==> src/hw/pce_shell_pkg.sv <==
// shared definitions for the console shell
// bridge address map, field widths, video timing constants
// and the plain vector types used across the design

package pce_shell_pkg;

  ////////////////////////////////////////////////////////////
  // types

  typedef logic [31:0] bridge_addr_t;
  typedef logic [31:0] bridge_data_t;
  typedef logic [1:0]  turbo_speed_t;
  typedef logic [1:0]  audio_boost_t;
  // red in the top byte, blue in the bottom byte
  typedef logic [23:0] rgb_t;
  typedef logic [9:0]  pixel_count_t;
  typedef logic [8:0]  line_count_t;
  typedef logic [1:0]  dot_div_t;
  typedef logic [1:0]  video_slot_t;

  ////////////////////////////////////////////////////////////
  // bridge address map, one word per setting

  localparam bridge_addr_t ADDR_SGX           = 32'h0000_0004;
  localparam bridge_addr_t ADDR_RESET         = 32'h0000_0050;
  localparam bridge_addr_t ADDR_TURBO_TAP     = 32'h0000_0100;
  localparam bridge_addr_t ADDR_BUTTON6       = 32'h0000_0104;
  localparam bridge_addr_t ADDR_B1_TURBO      = 32'h0000_0108;
  localparam bridge_addr_t ADDR_B2_TURBO      = 32'h0000_010C;
  localparam bridge_addr_t ADDR_OVERSCAN      = 32'h0000_0200;
  localparam bridge_addr_t ADDR_EXTRA_SPRITES = 32'h0000_0204;
  localparam bridge_addr_t ADDR_RAW_RGB       = 32'h0000_0208;
  localparam bridge_addr_t ADDR_MASTER_BOOST  = 32'h0000_0300;
  localparam bridge_addr_t ADDR_ADPCM_BOOST   = 32'h0000_0304;
  localparam bridge_addr_t ADDR_CD_BOOST      = 32'h0000_0308;

  ////////////////////////////////////////////////////////////
  // timing and video constants

  // shortened core reset hold
  localparam int RESET_COUNT_W = 7;
  localparam logic [RESET_COUNT_W-1:0] RESET_DELAY_CYCLES = 7'd64;

  localparam pixel_count_t LINE_WIDTH_352      = 10'd352;
  localparam pixel_count_t LINE_WIDTH_WIDE     = 10'd512;
  localparam line_count_t  LINE_COUNT_FULL     = 9'd240;
  localparam line_count_t  LINE_COUNT_OVERSCAN = 9'd224;

  // border falls a few pixels early, so hold it
  localparam int BORDER_W = 3;
  localparam logic [BORDER_W-1:0] BORDER_HOLD = 3'd4;
  localparam pixel_count_t BORDER_PIXEL_LIMIT = 10'd24;
  localparam pixel_count_t BORDER_CYCLE_LIMIT = 10'd160;

  // keeps hsync clear of the vsync pulse
  localparam int HS_DELAY_W = 3;
  localparam logic [HS_DELAY_W-1:0] HSYNC_DELAY = 3'd6;

  localparam pixel_count_t SLOT_THRESH_HI  = 10'd380;
  localparam pixel_count_t SLOT_THRESH_MID = 10'd330;
  localparam pixel_count_t SLOT_THRESH_LO  = 10'd280;

  localparam dot_div_t DOT_DIV_352 = 2'd1;

  // mode word layout
  localparam int SLOT_BIT_LSB = 14;
  localparam int OVERSCAN_BIT = 13;

endpackage

==> src/hw/bridge_settings.sv <==
// bridge settings register bank
// decodes host writes into the emulator option bits
// and holds the core reset-delay counter

`timescale 1ns/1ns

module bridge_settings
  import pce_shell_pkg::*;
(
  input  logic         clk_74a,
  input  logic         pll_core_locked,

  // host write strobe, one cycle
  input  logic         bridge_wr,
  input  bridge_addr_t bridge_addr,
  input  bridge_data_t bridge_wr_data,

  output logic         is_sgx,
  output logic         turbo_tap_enable,
  output logic         button6_enable,
  output turbo_speed_t button1_turbo_speed,
  output turbo_speed_t button2_turbo_speed,
  output logic         overscan_enable,
  output logic         extra_sprites_enable,
  output logic         raw_rgb_enable,
  output audio_boost_t master_audio_boost,
  output logic         adpcm_audio_boost,
  output logic         cd_audio_boost,
  output logic         core_reset
);

  logic [RESET_COUNT_W-1:0] reset_count;
  logic                     reset_write;

  ////////////////////////////////////////////////////////////
  // settings registers

  // unmapped addresses fall through untouched
  always_ff @(posedge clk_74a or negedge pll_core_locked) begin
    if (!pll_core_locked) begin
      is_sgx               <= 1'b0;
      turbo_tap_enable     <= 1'b0;
      button6_enable       <= 1'b0;
      button1_turbo_speed  <= '0;
      button2_turbo_speed  <= '0;
      overscan_enable      <= 1'b0;
      extra_sprites_enable <= 1'b0;
      raw_rgb_enable       <= 1'b0;
      master_audio_boost   <= '0;
      adpcm_audio_boost    <= 1'b0;
      cd_audio_boost       <= 1'b0;
    end else if (bridge_wr) begin
      case (bridge_addr)
        ADDR_SGX:           is_sgx               <= bridge_wr_data[0];
        ADDR_TURBO_TAP:     turbo_tap_enable     <= bridge_wr_data[0];
        ADDR_BUTTON6:       button6_enable       <= bridge_wr_data[0];
        ADDR_B1_TURBO:      button1_turbo_speed  <= bridge_wr_data[1:0];
        ADDR_B2_TURBO:      button2_turbo_speed  <= bridge_wr_data[1:0];
        ADDR_OVERSCAN:      overscan_enable      <= bridge_wr_data[0];
        ADDR_EXTRA_SPRITES: extra_sprites_enable <= bridge_wr_data[0];
        ADDR_RAW_RGB:       raw_rgb_enable       <= bridge_wr_data[0];
        ADDR_MASTER_BOOST:  master_audio_boost   <= bridge_wr_data[1:0];
        ADDR_ADPCM_BOOST:   adpcm_audio_boost    <= bridge_wr_data[0];
        ADDR_CD_BOOST:      cd_audio_boost       <= bridge_wr_data[0];
        default: begin
        end
      endcase
    end
  end

  ////////////////////////////////////////////////////////////
  // core reset delay

  assign reset_write = bridge_wr && (bridge_addr == ADDR_RESET);

  // any reset write reloads, even mid-count
  always_ff @(posedge clk_74a or negedge pll_core_locked) begin
    if (!pll_core_locked) begin
      reset_count <= '0;
    end else if (reset_write) begin
      reset_count <= RESET_DELAY_CYCLES;
    end else if (reset_count != '0) begin
      reset_count <= reset_count - 1'b1;
    end
  end

  // high for exactly RESET_DELAY_CYCLES cycles after the write
  assign core_reset = (reset_count != '0);

endmodule

==> src/hw/pce_core_shell.sv <==
// console core shell top level
// bridge settings bank feeding the video frame counter
// and output shaper, all on clk_74a

`timescale 1ns/1ns

module pce_core_shell
  import pce_shell_pkg::*;
(
  input  logic         clk_74a,
  input  logic         pll_core_locked,

  input  logic         bridge_wr,
  input  bridge_addr_t bridge_addr,
  input  bridge_data_t bridge_wr_data,

  // emulator video, held between pixel enables
  input  logic         pix_ce,
  input  logic         h_blank,
  input  logic         v_blank,
  input  logic         core_hs,
  input  logic         core_vs,
  input  logic         border,
  input  dot_div_t     dot_div,
  input  rgb_t         core_rgb,

  output logic         is_sgx,
  output logic         turbo_tap_enable,
  output logic         button6_enable,
  output turbo_speed_t button1_turbo_speed,
  output turbo_speed_t button2_turbo_speed,
  output logic         overscan_enable,
  output logic         extra_sprites_enable,
  output logic         raw_rgb_enable,
  output audio_boost_t master_audio_boost,
  output logic         adpcm_audio_boost,
  output logic         cd_audio_boost,
  output logic         core_reset,

  output logic         video_de,
  output rgb_t         video_rgb,
  output logic         video_hs,
  output logic         video_vs
);

  logic         de_raw;
  logic         expanded_de;
  pixel_count_t pixel_count;
  pixel_count_t pixel_cycle_count;
  line_count_t  line_count;
  logic         line_started;
  logic         frame_started;
  logic         border_active;
  logic         hs_delay_one;
  logic         hs_rise;
  logic         vs_fall;
  logic         vs_rise;
  pixel_count_t last_frame_max;
  logic         de_fall_prev;

  bridge_settings u_settings (
    .clk_74a              (clk_74a),
    .pll_core_locked      (pll_core_locked),
    .bridge_wr            (bridge_wr),
    .bridge_addr          (bridge_addr),
    .bridge_wr_data       (bridge_wr_data),
    .is_sgx               (is_sgx),
    .turbo_tap_enable     (turbo_tap_enable),
    .button6_enable       (button6_enable),
    .button1_turbo_speed  (button1_turbo_speed),
    .button2_turbo_speed  (button2_turbo_speed),
    .overscan_enable      (overscan_enable),
    .extra_sprites_enable (extra_sprites_enable),
    .raw_rgb_enable       (raw_rgb_enable),
    .master_audio_boost   (master_audio_boost),
    .adpcm_audio_boost    (adpcm_audio_boost),
    .cd_audio_boost       (cd_audio_boost),
    .core_reset           (core_reset)
  );

  ////////////////////////////////////////////////////////////
  // video path

  video_frame_counter u_counter (
    .clk_74a           (clk_74a),
    .pll_core_locked   (pll_core_locked),
    .pix_ce            (pix_ce),
    .core_hs           (core_hs),
    .core_vs           (core_vs),
    .border            (border),
    .de_raw            (de_raw),
    .expanded_de       (expanded_de),
    .pixel_count       (pixel_count),
    .pixel_cycle_count (pixel_cycle_count),
    .line_count        (line_count),
    .line_started      (line_started),
    .frame_started     (frame_started),
    .border_active     (border_active),
    .hs_delay_one      (hs_delay_one),
    .hs_rise           (hs_rise),
    .vs_fall           (vs_fall),
    .vs_rise           (vs_rise),
    .last_frame_max    (last_frame_max),
    .de_fall_prev      (de_fall_prev)
  );

  video_output_shaper u_shaper (
    .h_blank           (h_blank),
    .v_blank           (v_blank),
    .core_vs           (core_vs),
    .border_active     (border_active),
    .core_rgb          (core_rgb),
    .dot_div           (dot_div),
    .overscan_enable   (overscan_enable),
    .pixel_count       (pixel_count),
    .pixel_cycle_count (pixel_cycle_count),
    .line_count        (line_count),
    .line_started      (line_started),
    .frame_started     (frame_started),
    .hs_delay_one      (hs_delay_one),
    .hs_rise           (hs_rise),
    .vs_fall           (vs_fall),
    .vs_rise           (vs_rise),
    .last_frame_max    (last_frame_max),
    .de_fall_prev      (de_fall_prev),
    .de_raw            (de_raw),
    .expanded_de       (expanded_de),
    .video_de          (video_de),
    .video_rgb         (video_rgb),
    .video_hs          (video_hs),
    .video_vs          (video_vs)
  );

endmodule

==> src/hw/video_frame_counter.sv <==
// pixel, pixel-cycle and line counters for the video path
// frame and line start flags, border hold, hsync delay,
// and widest-line tracking for mode classification

`timescale 1ns/1ns

module video_frame_counter
  import pce_shell_pkg::*;
(
  input  logic         clk_74a,
  input  logic         pll_core_locked,
  input  logic         pix_ce,

  input  logic         core_hs,
  input  logic         core_vs,
  input  logic         border,
  input  logic         de_raw,
  input  logic         expanded_de,

  output pixel_count_t pixel_count,
  output pixel_count_t pixel_cycle_count,
  output line_count_t  line_count,
  output logic         line_started,
  output logic         frame_started,
  output logic         border_active,
  output logic         hs_delay_one,
  output logic         hs_rise,
  output logic         vs_fall,
  output logic         vs_rise,
  output pixel_count_t last_frame_max,
  output logic         de_fall_prev
);

  logic                  hs_prev;
  logic                  vs_prev;
  logic                  de_raw_prev;
  logic [BORDER_W-1:0]   border_delay;
  logic [HS_DELAY_W-1:0] hs_delay;
  pixel_count_t          max_pixel_count;

  // shared edge detects against the previous pixel
  assign hs_rise = core_hs && !hs_prev;
  assign vs_rise = core_vs && !vs_prev;
  assign vs_fall = !core_vs && vs_prev;

  assign border_active = (border_delay != '0);
  assign hs_delay_one  = (hs_delay == HS_DELAY_W'(1));

  ////////////////////////////////////////////////////////////
  // previous-pixel state, border hold, hsync delay

  always_ff @(posedge clk_74a or negedge pll_core_locked) begin
    if (!pll_core_locked) begin
      hs_prev      <= 1'b0;
      vs_prev      <= 1'b0;
      de_raw_prev  <= 1'b0;
      de_fall_prev <= 1'b0;
      border_delay <= '0;
      hs_delay     <= '0;
    end else if (pix_ce) begin
      hs_prev      <= core_hs;
      vs_prev      <= core_vs;
      de_raw_prev  <= de_raw;
      de_fall_prev <= expanded_de;

      if (border) begin
        border_delay <= BORDER_HOLD;
      end else if (border_delay != '0) begin
        border_delay <= border_delay - 1'b1;
      end

      // reload on every rise, output taken at count 1
      if (hs_rise) begin
        hs_delay <= HSYNC_DELAY;
      end else if (hs_delay != '0) begin
        hs_delay <= hs_delay - 1'b1;
      end
    end
  end

  ////////////////////////////////////////////////////////////
  // line and frame counting

  always_ff @(posedge clk_74a or negedge pll_core_locked) begin
    if (!pll_core_locked) begin
      pixel_count       <= '0;
      pixel_cycle_count <= '0;
      line_count        <= '0;
      line_started      <= 1'b0;
      frame_started     <= 1'b0;
    end else if (pix_ce) begin
      // every pixel step, drawn or not; saturates on long lines
      if (pixel_cycle_count != '1) begin
        pixel_cycle_count <= pixel_cycle_count + 1'b1;
      end

      if (hs_rise) begin
        pixel_cycle_count <= '0;
        pixel_count       <= '0;
        line_started      <= 1'b0;
        if (frame_started) begin
          line_count <= line_count + 1'b1;
        end
      end else if (expanded_de || line_started) begin
        // first DE of the line starts the count
        if (pixel_count != '1) begin
          pixel_count <= pixel_count + 1'b1;
        end
        line_started  <= 1'b1;
        frame_started <= 1'b1;
      end

      // frame end takes priority over a coinciding hsync
      if (vs_fall) begin
        line_count    <= '0;
        frame_started <= 1'b0;
      end
    end
  end

  ////////////////////////////////////////////////////////////
  // widest raw line of the frame

  always_ff @(posedge clk_74a or negedge pll_core_locked) begin
    if (!pll_core_locked) begin
      max_pixel_count <= '0;
      last_frame_max  <= '0;
    end else if (pix_ce) begin
      if (vs_fall) begin
        max_pixel_count <= '0;
        last_frame_max  <= max_pixel_count;
      end
      // sampled at the raw DE fall
      if (!de_raw && de_raw_prev && (pixel_count > max_pixel_count)) begin
        max_pixel_count <= pixel_count;
      end
    end
  end

endmodule

==> src/hw/video_output_shaper.sv <==
// video output shaping for the scaler
// raw and stretched DE, sync shaping, mode classification
// and the mode word pixel after each line

`timescale 1ns/1ns

module video_output_shaper
  import pce_shell_pkg::*;
(
  input  logic         h_blank,
  input  logic         v_blank,
  input  logic         core_vs,
  input  logic         border_active,
  input  rgb_t         core_rgb,
  input  dot_div_t     dot_div,
  input  logic         overscan_enable,

  input  pixel_count_t pixel_count,
  input  pixel_count_t pixel_cycle_count,
  input  line_count_t  line_count,
  input  logic         line_started,
  input  logic         frame_started,
  input  logic         hs_delay_one,
  input  logic         hs_rise,
  input  logic         vs_fall,
  input  logic         vs_rise,
  input  pixel_count_t last_frame_max,
  input  logic         de_fall_prev,

  output logic         de_raw,
  output logic         expanded_de,
  output logic         video_de,
  output rgb_t         video_rgb,
  output logic         video_hs,
  output logic         video_vs
);

  pixel_count_t expected_width;
  line_count_t  expected_height;
  logic         expanded_h_blank;
  logic         expanded_v_blank;
  logic         expanded_border;
  video_slot_t  video_slot;
  rgb_t         mode_word;

  // 256 and 512 modes share the wide clock, 256 is doubled
  assign expected_width  = (dot_div == DOT_DIV_352) ? LINE_WIDTH_352 : LINE_WIDTH_WIDE;
  assign expected_height = overscan_enable ? LINE_COUNT_OVERSCAN : LINE_COUNT_FULL;

  assign de_raw = !h_blank && !v_blank && !border_active;

  ////////////////////////////////////////////////////////////
  // stretched blanking

  // hblank only once the line is wide enough, never across an hsync
  assign expanded_h_blank = (h_blank && !(line_started && (pixel_count < expected_width)))
                            || hs_rise;

  // vblank only once the frame is tall enough
  assign expanded_v_blank = (v_blank && !(frame_started && (line_count < LINE_COUNT_FULL)))
                            || core_vs || vs_fall;

  // still inside the left border area
  assign expanded_border = border_active && (pixel_count < BORDER_PIXEL_LIMIT)
                           && (pixel_cycle_count < BORDER_CYCLE_LIMIT);

  assign expanded_de = de_raw
                       || (!expanded_h_blank && !expanded_v_blank && !expanded_border
                           && (pixel_count < expected_width)
                           && (line_count < expected_height));

  ////////////////////////////////////////////////////////////
  // mode word

  // 352 wide in slot 2, 320 in slot 1, everything else slot 0
  always_comb begin
    if (last_frame_max > SLOT_THRESH_HI) begin
      video_slot = 2'd0;
    end else if (last_frame_max > SLOT_THRESH_MID) begin
      video_slot = 2'd2;
    end else if (last_frame_max > SLOT_THRESH_LO) begin
      video_slot = 2'd1;
    end else begin
      video_slot = 2'd0;
    end
  end

  always_comb begin
    mode_word = '0;
    mode_word[SLOT_BIT_LSB +: 2] = video_slot;
    mode_word[OVERSCAN_BIT]      = overscan_enable;
  end

  // mode word goes in the first pixel after the stretched DE ends
  assign video_rgb = de_raw ? core_rgb :
                     (de_fall_prev && !expanded_de) ? mode_word : '0;

  assign video_de = expanded_de;
  assign video_hs = hs_delay_one;
  assign video_vs = vs_rise;

endmodule

==> config.mk <==
export PLATFORM = sky130hd
export DESIGN_NAME = pce_core_shell
export DESIGN_NICKNAME = d
export VERILOG_FILES = /design/src/hw/pce_shell_pkg.sv /design/src/hw/bridge_settings.sv /design/src/hw/pce_core_shell.sv /design/src/hw/video_frame_counter.sv /design/src/hw/video_output_shaper.sv
export SDC_FILE = /design/constraint.sdc
export NUM_CORES = 1
export LEC_CHECK = 0
export ABC_AREA = 1
export BUFFER_PORTS_ARGS = -buffer_cell sky130_fd_sc_hd__buf_2
export CELL_PAD_IN_SITES_DETAIL_PLACEMENT = 1
export CELL_PAD_IN_SITES_GLOBAL_PLACEMENT = 2
export CORE_UTILIZATION = 31
export CTS_CLUSTER_SIZE = 25
export DETAILED_ROUTE_END_ITERATION = 8
export MAX_ROUTING_LAYER = met4
export PLACE_DENSITY = 0.92
export RECOVER_POWER = 25
export SLEW_MARGIN = 20
export SYNTH_ARGS = -nofsm -noshare
export SYNTH_HDL_FRONTEND = slang
export SYNTH_SLANG_ARGS = --single-unit
==> constraint.sdc <==
create_clock -name clk_74a -period 2.7 [get_ports clk_74a]
set_clock_uncertainty 0.2 [all_clocks]
set_input_delay 0.405 -clock clk_74a [delete_from_list [all_inputs] [get_ports clk_74a]]
set_output_delay 0.405 -clock clk_74a [all_outputs]
set_load 0.05 [all_outputs]
; ---- Word level (Yosys, flattened, before mapping)
; Index checks and enable logic that the tools add are counted.
[totals]
elab_cells = 154
reg_bits = 82
ram_bits = 0
latch_bits = 0
mem_bits_ro = 0
memories = 0
out_inout_bits = 42
input_bits = 99
[classes]
div_mod_pow = 0
bitwise_logic = 0
reduce_logical = 70
eq_ne = 17
n_mul = 0
shift = 0
addsub = 6
mux = 27
n_lt_le_gt_ge = 9
[ops]
columns = op, count
row1 = $eq 32x10->1 const B, 6
row2 = $eq 32x9->1 const B, 4
row3 = $mux 10, 8
row4 = $reduce_and 2->1, 17
row5 = $eq 32x3->1 const B, 1
row6 = $eq 32x7->1 const B, 1
row7 = $gt 10x9->1 const B, 3
row8 = $mux 9, 3
row9 = $mux 24, 1
row10 = $add 10x1->10 const B, 2
row11 = $ne 10x10->1 const B, 2
row12 = $reduce_bool 2->1, 10
row13 = $logic_and 1x1->1, 19
row14 = $mux 16, 1
row15 = $mux 7, 2
row16 = $logic_not 1->1, 13
row17 = $mux 3, 4
row18 = $gt 10x10->1, 1
row19 = $lt 10x10->1, 1
row20 = $lt 10x5->1 const B, 1
row21 = $lt 10x8->1 const B, 1
row22 = $add 9x1->9 const B, 1
row23 = $lt 9x8->1 const B, 1
row24 = $lt 9x9->1, 1
row25 = other kinds (12), 25

; ---- Logic depth before layout (Yosys ltp)
; Gate-level depths: netlist of run 1.
[depth]
ltp_word = 17
mapped_depth = 16
ltp_nobuf = 16

; ---- Modules after synthesis
; Synthesis of run 1 repeated with hierarchy kept, for this count alone.
[hier_totals]
hier_cells = 821
area_unflattened_um2 = 5540.3
[modules_own_cells]
columns = module, seq_area_each_um2, instances, area_per_inst_um2, cells_per_inst
row1 = video_frame_counter, 1526.5, 1, 3433.3, 435
row2 = bridge_settings, 525.5, 1, 1506.4, 246
row3 = video_output_shaper, 0.0, 1, 600.6, 140

; ---- Worst setup path before layout of run 1
; No wires, ideal clock.
[synth_path]
path_type = input -> output
start = input port dot_div[0]
end = output port video_rgb[14]
stages = 16
path_slack_ps = -178
path_buffers = 0
t_arrival_ps = 2273
required_time_ps = 2095
path_cell_list = inv_1 -> nor2_1 -> inv_1 -> ha_1 -> inv_1 -> nand2_1 -> nand2_1 -> nand2_1 -> nand2_1 -> nand2_1 -> nand2_1 -> nand2_2 -> nand2_1 -> nor2_1 -> nand4_1 -> nand2_1
[synth_via]
elab_chain_cells = 17
[synth_rtl]
columns = item, line
row1 = start: declaration, pce_core_shell.sv:24  ; input dot_div_t dot_div,
row2 = $eq 2x1->1 *, video_output_shaper.sv:47  ; assign expected_width = (dot_div == DOT_DIV_352) ? LINE_WIDTH_352 : LINE_WIDTH_WIDE;
row3 = $mux 10 *, video_output_shaper.sv:47
row4 = $lt 10x10->1 *, "video_output_shaper.sv:56, video_output_shaper.sv:69"
row5 = $logic_and 1x1->1, video_output_shaper.sv:56  ; assign expanded_h_blank = (h_blank && !(line_started && (pixel_count < expected_width)))
row6 = $logic_not 1->1, video_output_shaper.sv:56
row7 = $logic_and 1x1->1, video_output_shaper.sv:56
row8 = $logic_or 1x1->1, video_output_shaper.sv:57  ; || hs_rise;
row9 = $logic_not 1->1, video_output_shaper.sv:68  ; || (!expanded_h_blank && !expanded_v_blank && !expanded_border
row10 = $logic_and 1x1->1 (2 in a row), video_output_shaper.sv:68
row11 = $logic_and 1x1->1 *, video_output_shaper.sv:69  ; && (pixel_count < expected_width)
row12 = $logic_and 1x1->1 *, video_output_shaper.sv:70  ; && (line_count < expected_height));
row13 = $logic_or 1x1->1 *, video_output_shaper.sv:68
row14 = named net video_de, pce_core_shell.sv:40  ; output logic video_de,
row15 = $logic_not 1->1 *, video_output_shaper.sv:96  ; (de_fall_prev && !expanded_de) ? mode_word : '0;
row16 = $logic_and 1x1->1 *, video_output_shaper.sv:96
row17 = $mux 16 *, video_output_shaper.sv:96
row18 = $mux 24 *, video_output_shaper.sv:95  ; assign video_rgb = de_raw ? core_rgb :
row19 = end: declaration, pce_core_shell.sv:41  ; output rgb_t video_rgb,
; The timed path passes the listed nets; every way through them passes the cells marked *.

; ---- Worst setup path in the final report of run 1
[layout_path]
start = input port dot_div[1]
end = output port video_rgb[14]
[layout_via]
elab_chain_cells = 17
[layout_rtl]
columns = item, line
row1 = $eq 2x1->1 *, video_output_shaper.sv:47
row2 = $mux 10 *, video_output_shaper.sv:47
row3 = $lt 10x10->1 *, "video_output_shaper.sv:56, video_output_shaper.sv:69"
row4 = $logic_and 1x1->1, video_output_shaper.sv:56
row5 = $logic_not 1->1, video_output_shaper.sv:56
row6 = $logic_and 1x1->1, video_output_shaper.sv:56
row7 = $logic_or 1x1->1, video_output_shaper.sv:57
row8 = $logic_not 1->1, video_output_shaper.sv:68
row9 = $logic_and 1x1->1 (2 in a row), video_output_shaper.sv:68
row10 = $logic_and 1x1->1 *, video_output_shaper.sv:69
row11 = $logic_and 1x1->1 *, video_output_shaper.sv:70
row12 = $logic_or 1x1->1 *, video_output_shaper.sv:68
row13 = $logic_not 1->1 *, video_output_shaper.sv:96
row14 = $logic_and 1x1->1 *, video_output_shaper.sv:96
row15 = $mux 16 *, video_output_shaper.sv:96
row16 = $mux 24 *, video_output_shaper.sv:95
; Mark *: on every way between the ends. The rest lies on a longest branch, timed or not.

==> results.py, run 1 <==
metrics = {
    "outcome": {
        "status": "complete, no violations",
    },
    "synth": {
        "ys_seq_area_share_pct": 41.2,
        "ys_warn_count": 0,
        "synth.cell_area_mm2": 0.00498,
        "syn_nets": 791,
        "synthCells": 671,
        "ys_ff_latch": 82,
        "yosysUniqueCellTypes": 42,
        "avgSynthCellArea_um2": 7.43,
    },
    "floorplan": {
        "die_h_um": 129,
        "initial_core_util_pct": 32.3,
        "coreArea_mm2": 0.0154,
        "top_level_ports": 141,
        "die-width_um": 129,
        "die-area_mm2": 0.0166,
        "rows": 45,
    },
    "final_layout": {
        "area_growth_pct": 25.5,
        "stdcell_area_mm2": 0.00625,
        "diodes": 0,
        "final_util_pct": 40.5,
        "drive_above_1_share_pct": 23.2,
        "nets": 918,
    },
    "drt": {
        "dr.pass1.iters": 4,
        "vias": 4880,
        "drc": 0,
        "wl_um": 13600,
        "via_per_inst": 4.81,
        "ant_nets": 0,
        "first_iter_violations": 204,
        "avgRoutedWirePerCell_um": 13.4,
    },
    "clocking": {
        "cts.sinks": 82,
        "cts_buffers": 9,
        "insertion_delay_ps": 340,
        "cts_buffer_depth": 2,
        "cts_tree": "yes",
        "clk_pin_slew_ps": 60,
        "cts_max_level": 3,
        "cts_root_buf": "clkbuf_16",
    },
    "timing": {
        "rsz0062_at_grt": "true",
        "slew_viol_final": 0,
        "tightestPinTransition_ps": 1210,
        "max_slew_margin_pct": 19.6,
        "setup_viol": 0,
        "finalCritPeriodShare_pct": 95.2,
        "period_needed_ps": 2570,
        "hold_viol_final": 0,
        "clock.fmax_ghz": 0.389,
    },
    "power_and_ir_drop": {
        "leakage_uw": 0.00322,
        "max-vdd-ir-drop_v": 0.000434,
        "p_per_area_mw_per_mm2": 777,
    },
    "setup_path": {
        "slowest_delay_ps": 270,
        "cp_num_buf_inv": 4,
        "path_cells": "buf_2 -> nor2_2 -> inv_1 -> ha_1 -> inv_1 -> nand2_1 -> nand2_1 -> nand2_1 -> nand2_1 -> nand2_1 -> nand2_1 -> nand2_2 -> nand2_4 -> nor2_4 -> nand4_1 -> nand2_2 -> buf_8",
        "start_kind": "input port",
        "critPathKind": "input port to output pin",
        "cp-end-kind": "output pin",
        "crit_slowest_cell": "ha_1",
        "required_ps": 2100,
        "cpMostUsedCell": "nand2_1",
        "cp.arrival_ps": 1970,
        "worstPathMaxFanout": 3,
        "path_delay_family": "simple AND/OR/NAND/NOR gates",
    },
    "grt": {
        "grt_max_degree": 47,
        "grt_pass1_vias": 4812,
        "grt_util_all_layers_pct": 18.2,
        "antenna_found_initial": 0,
        "grt_overflow_total": 0,
        "grt_pass1_wl_um": 23200,
    },
    "place": {
        "portBuffers": 110,
        "placed_area_mm2": 0.00590,
        "routabilityCongestion": 0.784,
        "dp_hpwl_um": 10400,
    },
    "min_path": {
        "hold_class": "input port to register",
    },
    "flow_run": {
        "maxCapViolCount": 0,
    },
}
-- final timing paths --
| path | start | end | slack (ps) | depth (start not counted) |
|---|---|---|---|---|
| worst max-delay path | dot_div[1] | video_rgb[14] | 130 | 17 |
| worst min-delay path | border | u_counter.border_delay[1]$_DFFE_PN0P_ | 100 | 2 |
| worst max register to register | u_counter.vs_prev$_DFFE_PN0P_ | u_counter.line_count[6]$_DFFE_PN0P_ | 310 | 11 |
| worst min register to register | u_settings.raw_rgb_enable$_DFFE_PN0P_ | u_settings.raw_rgb_enable$_DFFE_PN0P_ | 280 | 2 |
| max in group asynchronous | pll_core_locked | u_counter.last_frame_max[4]$_DFFE_PN0P_ | 460 | 3 |
| min in group asynchronous | pll_core_locked | u_counter.pixel_cycle_count[6]$_DFFE_PN0P_ | 650 | 2 |
-- sequential cells by signal (all words and copies together) (netlist names), 2 cells and up --
signal and count:
u_counter.border_delay 3, u_counter.hs_delay 3, u_counter.last_frame_max 10, u_counter.line_count 9, u_counter.max_pixel_count 10, u_counter.pixel_count 10
u_counter.pixel_cycle_count 10, u_settings.button1_turbo_speed 2, u_settings.button2_turbo_speed 2, u_settings.master_audio_boost 2, u_settings.reset_count 7
-- through the flow --
stage	setup slack (ps)	setup TNS [ps]	cells	total power [µW]	hold WS (ps)
2_1_floorplan	93.1	0	671	3070	-90.6
3_3_place_gp	-46.0	-46.0	997	3640	264
3_5_place_dp	-81.6	-122	997	3720	270
4_1_cts	5.12	0	1014	4900	94.5
5_1_grt	-38.5	-56.5	1014	5260	112
6_report	130	0	1014	4860	99.3
-- layout make-up --
type,instances,area (µm²)
Fill cell,2001,9170
Multi-Input combinational cell,472,2480
Sequential cell,82,2050
Timing Repair Buffer,133,800
Inverter,100,380
Tap cell,211,264
Clock buffer,12,246
Clock inverter,4,27.5
-- layer usage --
metal  GRT usage (%)  share of wire, %  wire, µm
met1            24.1                49      6610
met2            28.9                48      6520
met3            2.29               2.2       301
met4            5.67               1.5       201
met5               -                 0         0
-- worst reg2reg max path, stage by stage (launching register included) --
cell	delay (ps)
dfrtp_1	380
nand2_1	120
nor2_1	670
inv_2	120
nand2_4	160
nand2_2	60
nor2_2	140
nand2_2	90
nor2_2	120
nand2_1	60
o21ai_1	110
nor2_1	50
-- cell usage in the layout (no fill, tap or decap), types with 21 or more instances in the layout --
master / n
nand2_1: 128
inv_1: 96
nor2_1: 88
buf_2: 86
dfrtp_1: 82
nand3_1: 54
o21ai_0: 39
nand4_1: 29
buf_4: 26
a21oi_1: 24
nor3_1: 21
ha_1: 21
-- cell usage after synthesis, drive strengths merged --
library cell    n  area share [%]
a21oi          24             2.4
a22oi           1            0.15
a31oi           4            0.50
a41oi           1            0.33
buf             7            0.98
clkbuf         10            0.75
dfrtp          82              41
ha             21             5.3
inv           100             7.6
nand2         139              11
nand3          57             6.0
nand4          30             3.9
nor2           97             7.8
nor3           23             2.5
nor3b           2            0.30
nor4            9             1.6
o2111ai         1            0.18
o211ai          1            0.15
o21a            1            0.15
o21ai          45             4.8
o31ai           3            0.45
or2             5            0.68
xnor2           2            0.35
xor2            6             1.1
-- kinds of logic (layout without fill, tap and decap cells) --
group                    after synthesis  in the layout  synth area share, %
flip-flops                            82             82                 41.2
XOR/XNOR                               8              8                 1.41
buffers and inverters                117            249                 9.36
adder cells (fa/ha/maj)               21             21                 5.27
AO/OA/AOI/OAI                         81             81                 9.14
AND/OR/NAND/NOR                      362            362                 33.6
-- timing repair --
| item | 4_1_cts | 5_1_grt |
|---|---|---|
| hold buffers | 1 | 0 |
| cloned | 0 | 0 |
| resized for setup | 2 | 43 |
| pin swaps | 0 | 1 |
| setup endpoints to repair | 3 | 25 |
| hold endpoints to repair | 43 | 0 |
| buffers inserted | 0 | 0 |
-- where the power goes --
part	leakage [µW]	switching, µW	total (µW)	internal [µW]
Sequential	0.00108	223	1730	1500
Clock	0.000137	495	1140	649
Combinational	0.00200	1280	1990	709
Total	0.00322	2000	4860	2860
No activity file was read; power rests on OpenSTA's default activity.
==> run 2, diff against run 1 <==
--- a/config.mk
+++ b/config.mk
@@ -8,11 +8,12 @@
 export ABC_AREA = 1
 export BUFFER_PORTS_ARGS = -buffer_cell sky130_fd_sc_hd__buf_2
+export CAP_MARGIN = 25
 export CELL_PAD_IN_SITES_DETAIL_PLACEMENT = 1
 export CELL_PAD_IN_SITES_GLOBAL_PLACEMENT = 2
-export CORE_UTILIZATION = 31
+export CORE_UTILIZATION = 26
 export CTS_CLUSTER_SIZE = 25
 export DETAILED_ROUTE_END_ITERATION = 8
 export MAX_ROUTING_LAYER = met4
-export PLACE_DENSITY = 0.92
+export PLACE_DENSITY = 0.83
 export RECOVER_POWER = 25
 export SLEW_MARGIN = 20
==> constraint.sdc (replaced) <==
create_clock -name clk_74a -period 2.25 [get_ports clk_74a]
set_clock_uncertainty 0.2 [all_clocks]
set_input_delay 0.3375 -clock clk_74a [delete_from_list [all_inputs] [get_ports clk_74a]]
set_output_delay 0.3375 -clock clk_74a [all_outputs]
set_load 0.02 [all_outputs]
==> results.py, run 2 (synthesis gave the netlist of run 1 again) <==
metrics = {
    "power_and_ir_drop": {
        "leakage_uw": 0.00335,
        "p_per_area_mw_per_mm2": 922,
        "p_clk_share_pct": 23.2,
        "intPower_uw": 3710,
        "combPwrFrac_pct": 43.3,
        "seq_power_share_pct": 33.5,
        "max-vdd-ir-drop_v": 0.000535,
        "p_sw_uw": 2500,
        "switching_share_pct": 40.3,
    },
    "outcome": {
        "violations": "setup timing",
        "status": "finished, violations left",
    },
    "final_layout": {
        "nets": 934,
        "final_cell_mix": "128 x nand2_1, 93 x inv_1, 84 x buf_2",
        "diodes": 0,
        "final_util_pct": 35.9,
        "drive_above_1_share_pct": 28.4,
        "area_growth_pct": 35.2,
        "final_common_cell": "nand2_1",
    },
    "setup_path": {
        "required_ps": 1710,
        "rr_startpoint": "u_counter.pixel_count[8]$_DFFE_PN0P_",
        "reg2reg_depth": 13,
        "start_kind": "register",
        "critPathKind": "register to output pin",
        "worstPathMaxFanout": 5,
        "cp-end-kind": "output pin",
        "critical_path.endpoint": "video_rgb[14]",
        "reg2reg_to": "u_counter.line_started$_DFFE_PN0P_",
        "crit_path_start": "u_counter.pixel_count[8]$_DFFE_PN0P_",
        "reg2reg_setup_slack_ps": 120,
        "cp.arrival_ps": 1920,
    },
    "timing": {
        "rsz0062_at_grt": "true",
        "finalCritPeriodShare_pct": 109,
        "setup_ws_ps": -212,
        "slew_viol_final": 0,
        "clock.fmax_ghz": 0.406,
        "max_slew_margin_pct": 29.8,
        "period_needed_ps": 2460,
        "setup_viol": 25,
        "hold_viol_final": 0,
        "tightestPinTransition_ps": 1050,
    },
    "place": {
        "dp_hpwl_um": 10700,
        "routabilityCongestion": 0.793,
        "portBuffers": 110,
        "pre_cts_ws_ps": -267,
    },
    "drt": {
        "vias": 4834,
        "via_per_inst": 4.60,
        "first_iter_violations": 226,
        "avgRoutedWirePerCell_um": 13.9,
        "drc": 0,
        "ant_nets": 0,
        "wl_um": 14600,
        "dr.pass1.iters": 4,
    },
    "flow_run": {
        "maxCapViolCount": 0,
    },
    "grt": {
        "grt_util_all_layers_pct": 16.0,
        "grt_overflow_total": 0,
        "antenna_found_initial": 0,
        "grt_pass1_vias": 4957,
        "grt_max_degree": 37,
        "grt_pass1_wl_um": 24400,
    },
    "clocking": {
        "cts_tree": "yes",
        "insertion_delay_ps": 350,
        "clk_pin_slew_ps": 60,
        "cts_buffers": 9,
        "cts_max_level": 3,
        "cts_buffer_depth": 2,
        "cts.sinks": 82,
        "cts_root_buf": "clkbuf_16",
    },
    "floorplan": {
        "die_h_um": 140,
        "rows": 50,
        "coreArea_mm2": 0.0188,
        "initial_core_util_pct": 26.6,
        "die-area_mm2": 0.0197,
        "die-width_um": 140,
        "top_level_ports": 141,
    },
    "min_path": {
        "hold_class": "input port to register",
        "hold_path_depth": 3,
    },
}
## run 2: stage by stage
stage | cells | power, µW | TNS (ps) | area (µm²) | hold slack, ps
final | 1051 | 6210 | -2580 | 6740 | 26.4
after global routing | 1051 | 6690 | -5310 | 6740 | 55.5
after CTS | 1047 | 6070 | -1760 | 6540 | 7.37
after detailed placement | 1027 | 4410 | -1940 | 5980 | 95.6
after global placement | 1027 | 4340 | -1570 | 5980 | 95.7
after floorplan | 671 | 3580 | 0 | 4990 | -158
## run 2: cell type report
class,instances,area (µm²)
clock buffer,10,229
clock inverter,4,45.0
fill,2341,12000
inverter,100,385
multi-input combinational,474,2710
sequential,82,2050
tap,234,293
timing repair buffer,147,1030
## run 2: worst min path at each step
stage	from	endpoint	slack, ps
2_1_floorplan	pll_core_locked	u_counter.border_delay[0]$_DFFE_PN0P_	-160
3_3_place_gp	pll_core_locked	u_counter.pixel_count[7]$_DFFE_PN0P_	100
3_5_place_dp	pll_core_locked	u_counter.pixel_count[7]$_DFFE_PN0P_	100
4_1_cts	core_hs	u_counter.hs_prev$_DFFE_PN0P_	7
5_1_grt	border	u_counter.border_delay[1]$_DFFE_PN0P_	60
6_report	core_hs	u_counter.hs_prev$_DFFE_PN0P_	30
## run 2: timing repair
item | CTS | global route
hold buffers | 1 | 0
setup buffers | 5 | 2
pin swaps | 6 | 3
cloned | 1 | 3
hold endpoints to repair | 25 | 0
setup endpoints to repair | 25 | 47
gates resized for setup | 77 | 38
## run 2: power by group through the flow
| stage | logic, µW | registers, µW | clock network [µW] |
|---|---|---|---|
| finish | 2690 | 2080 | 1440 |
| global route | 3050 | 2120 | 1530 |
| CTS | 2510 | 2080 | 1480 |
| detailed placement | 2300 | 2110 | 0 |
| global placement | 2250 | 2090 | 0 |
| floorplan | 1530 | 2040 | 0 |
## run 2: critical path: stages, from the launching register on
cell     delay, ps
dfrtp_1        440
ha_1           300
nand2_1         50
nand2_1         50
nand2_1         40
nand2_1         70
nand2_2         60
nand2_2         90
nand2_4         70
nor2_4         100
nand4_1        120
nand2_2         90
buf_6          110
## run 2: routing by layer
layer | wire, µm | up-vias | global-route usage, %
met3 | 434 | 13 | 2.67
met5 | 0 | - | -
met2 | 7100 | 54 | 25.6
li1 | - | 2482 | -
met1 | 6910 | 2285 | 20.5
met4 | 206 | 0 | 4.92
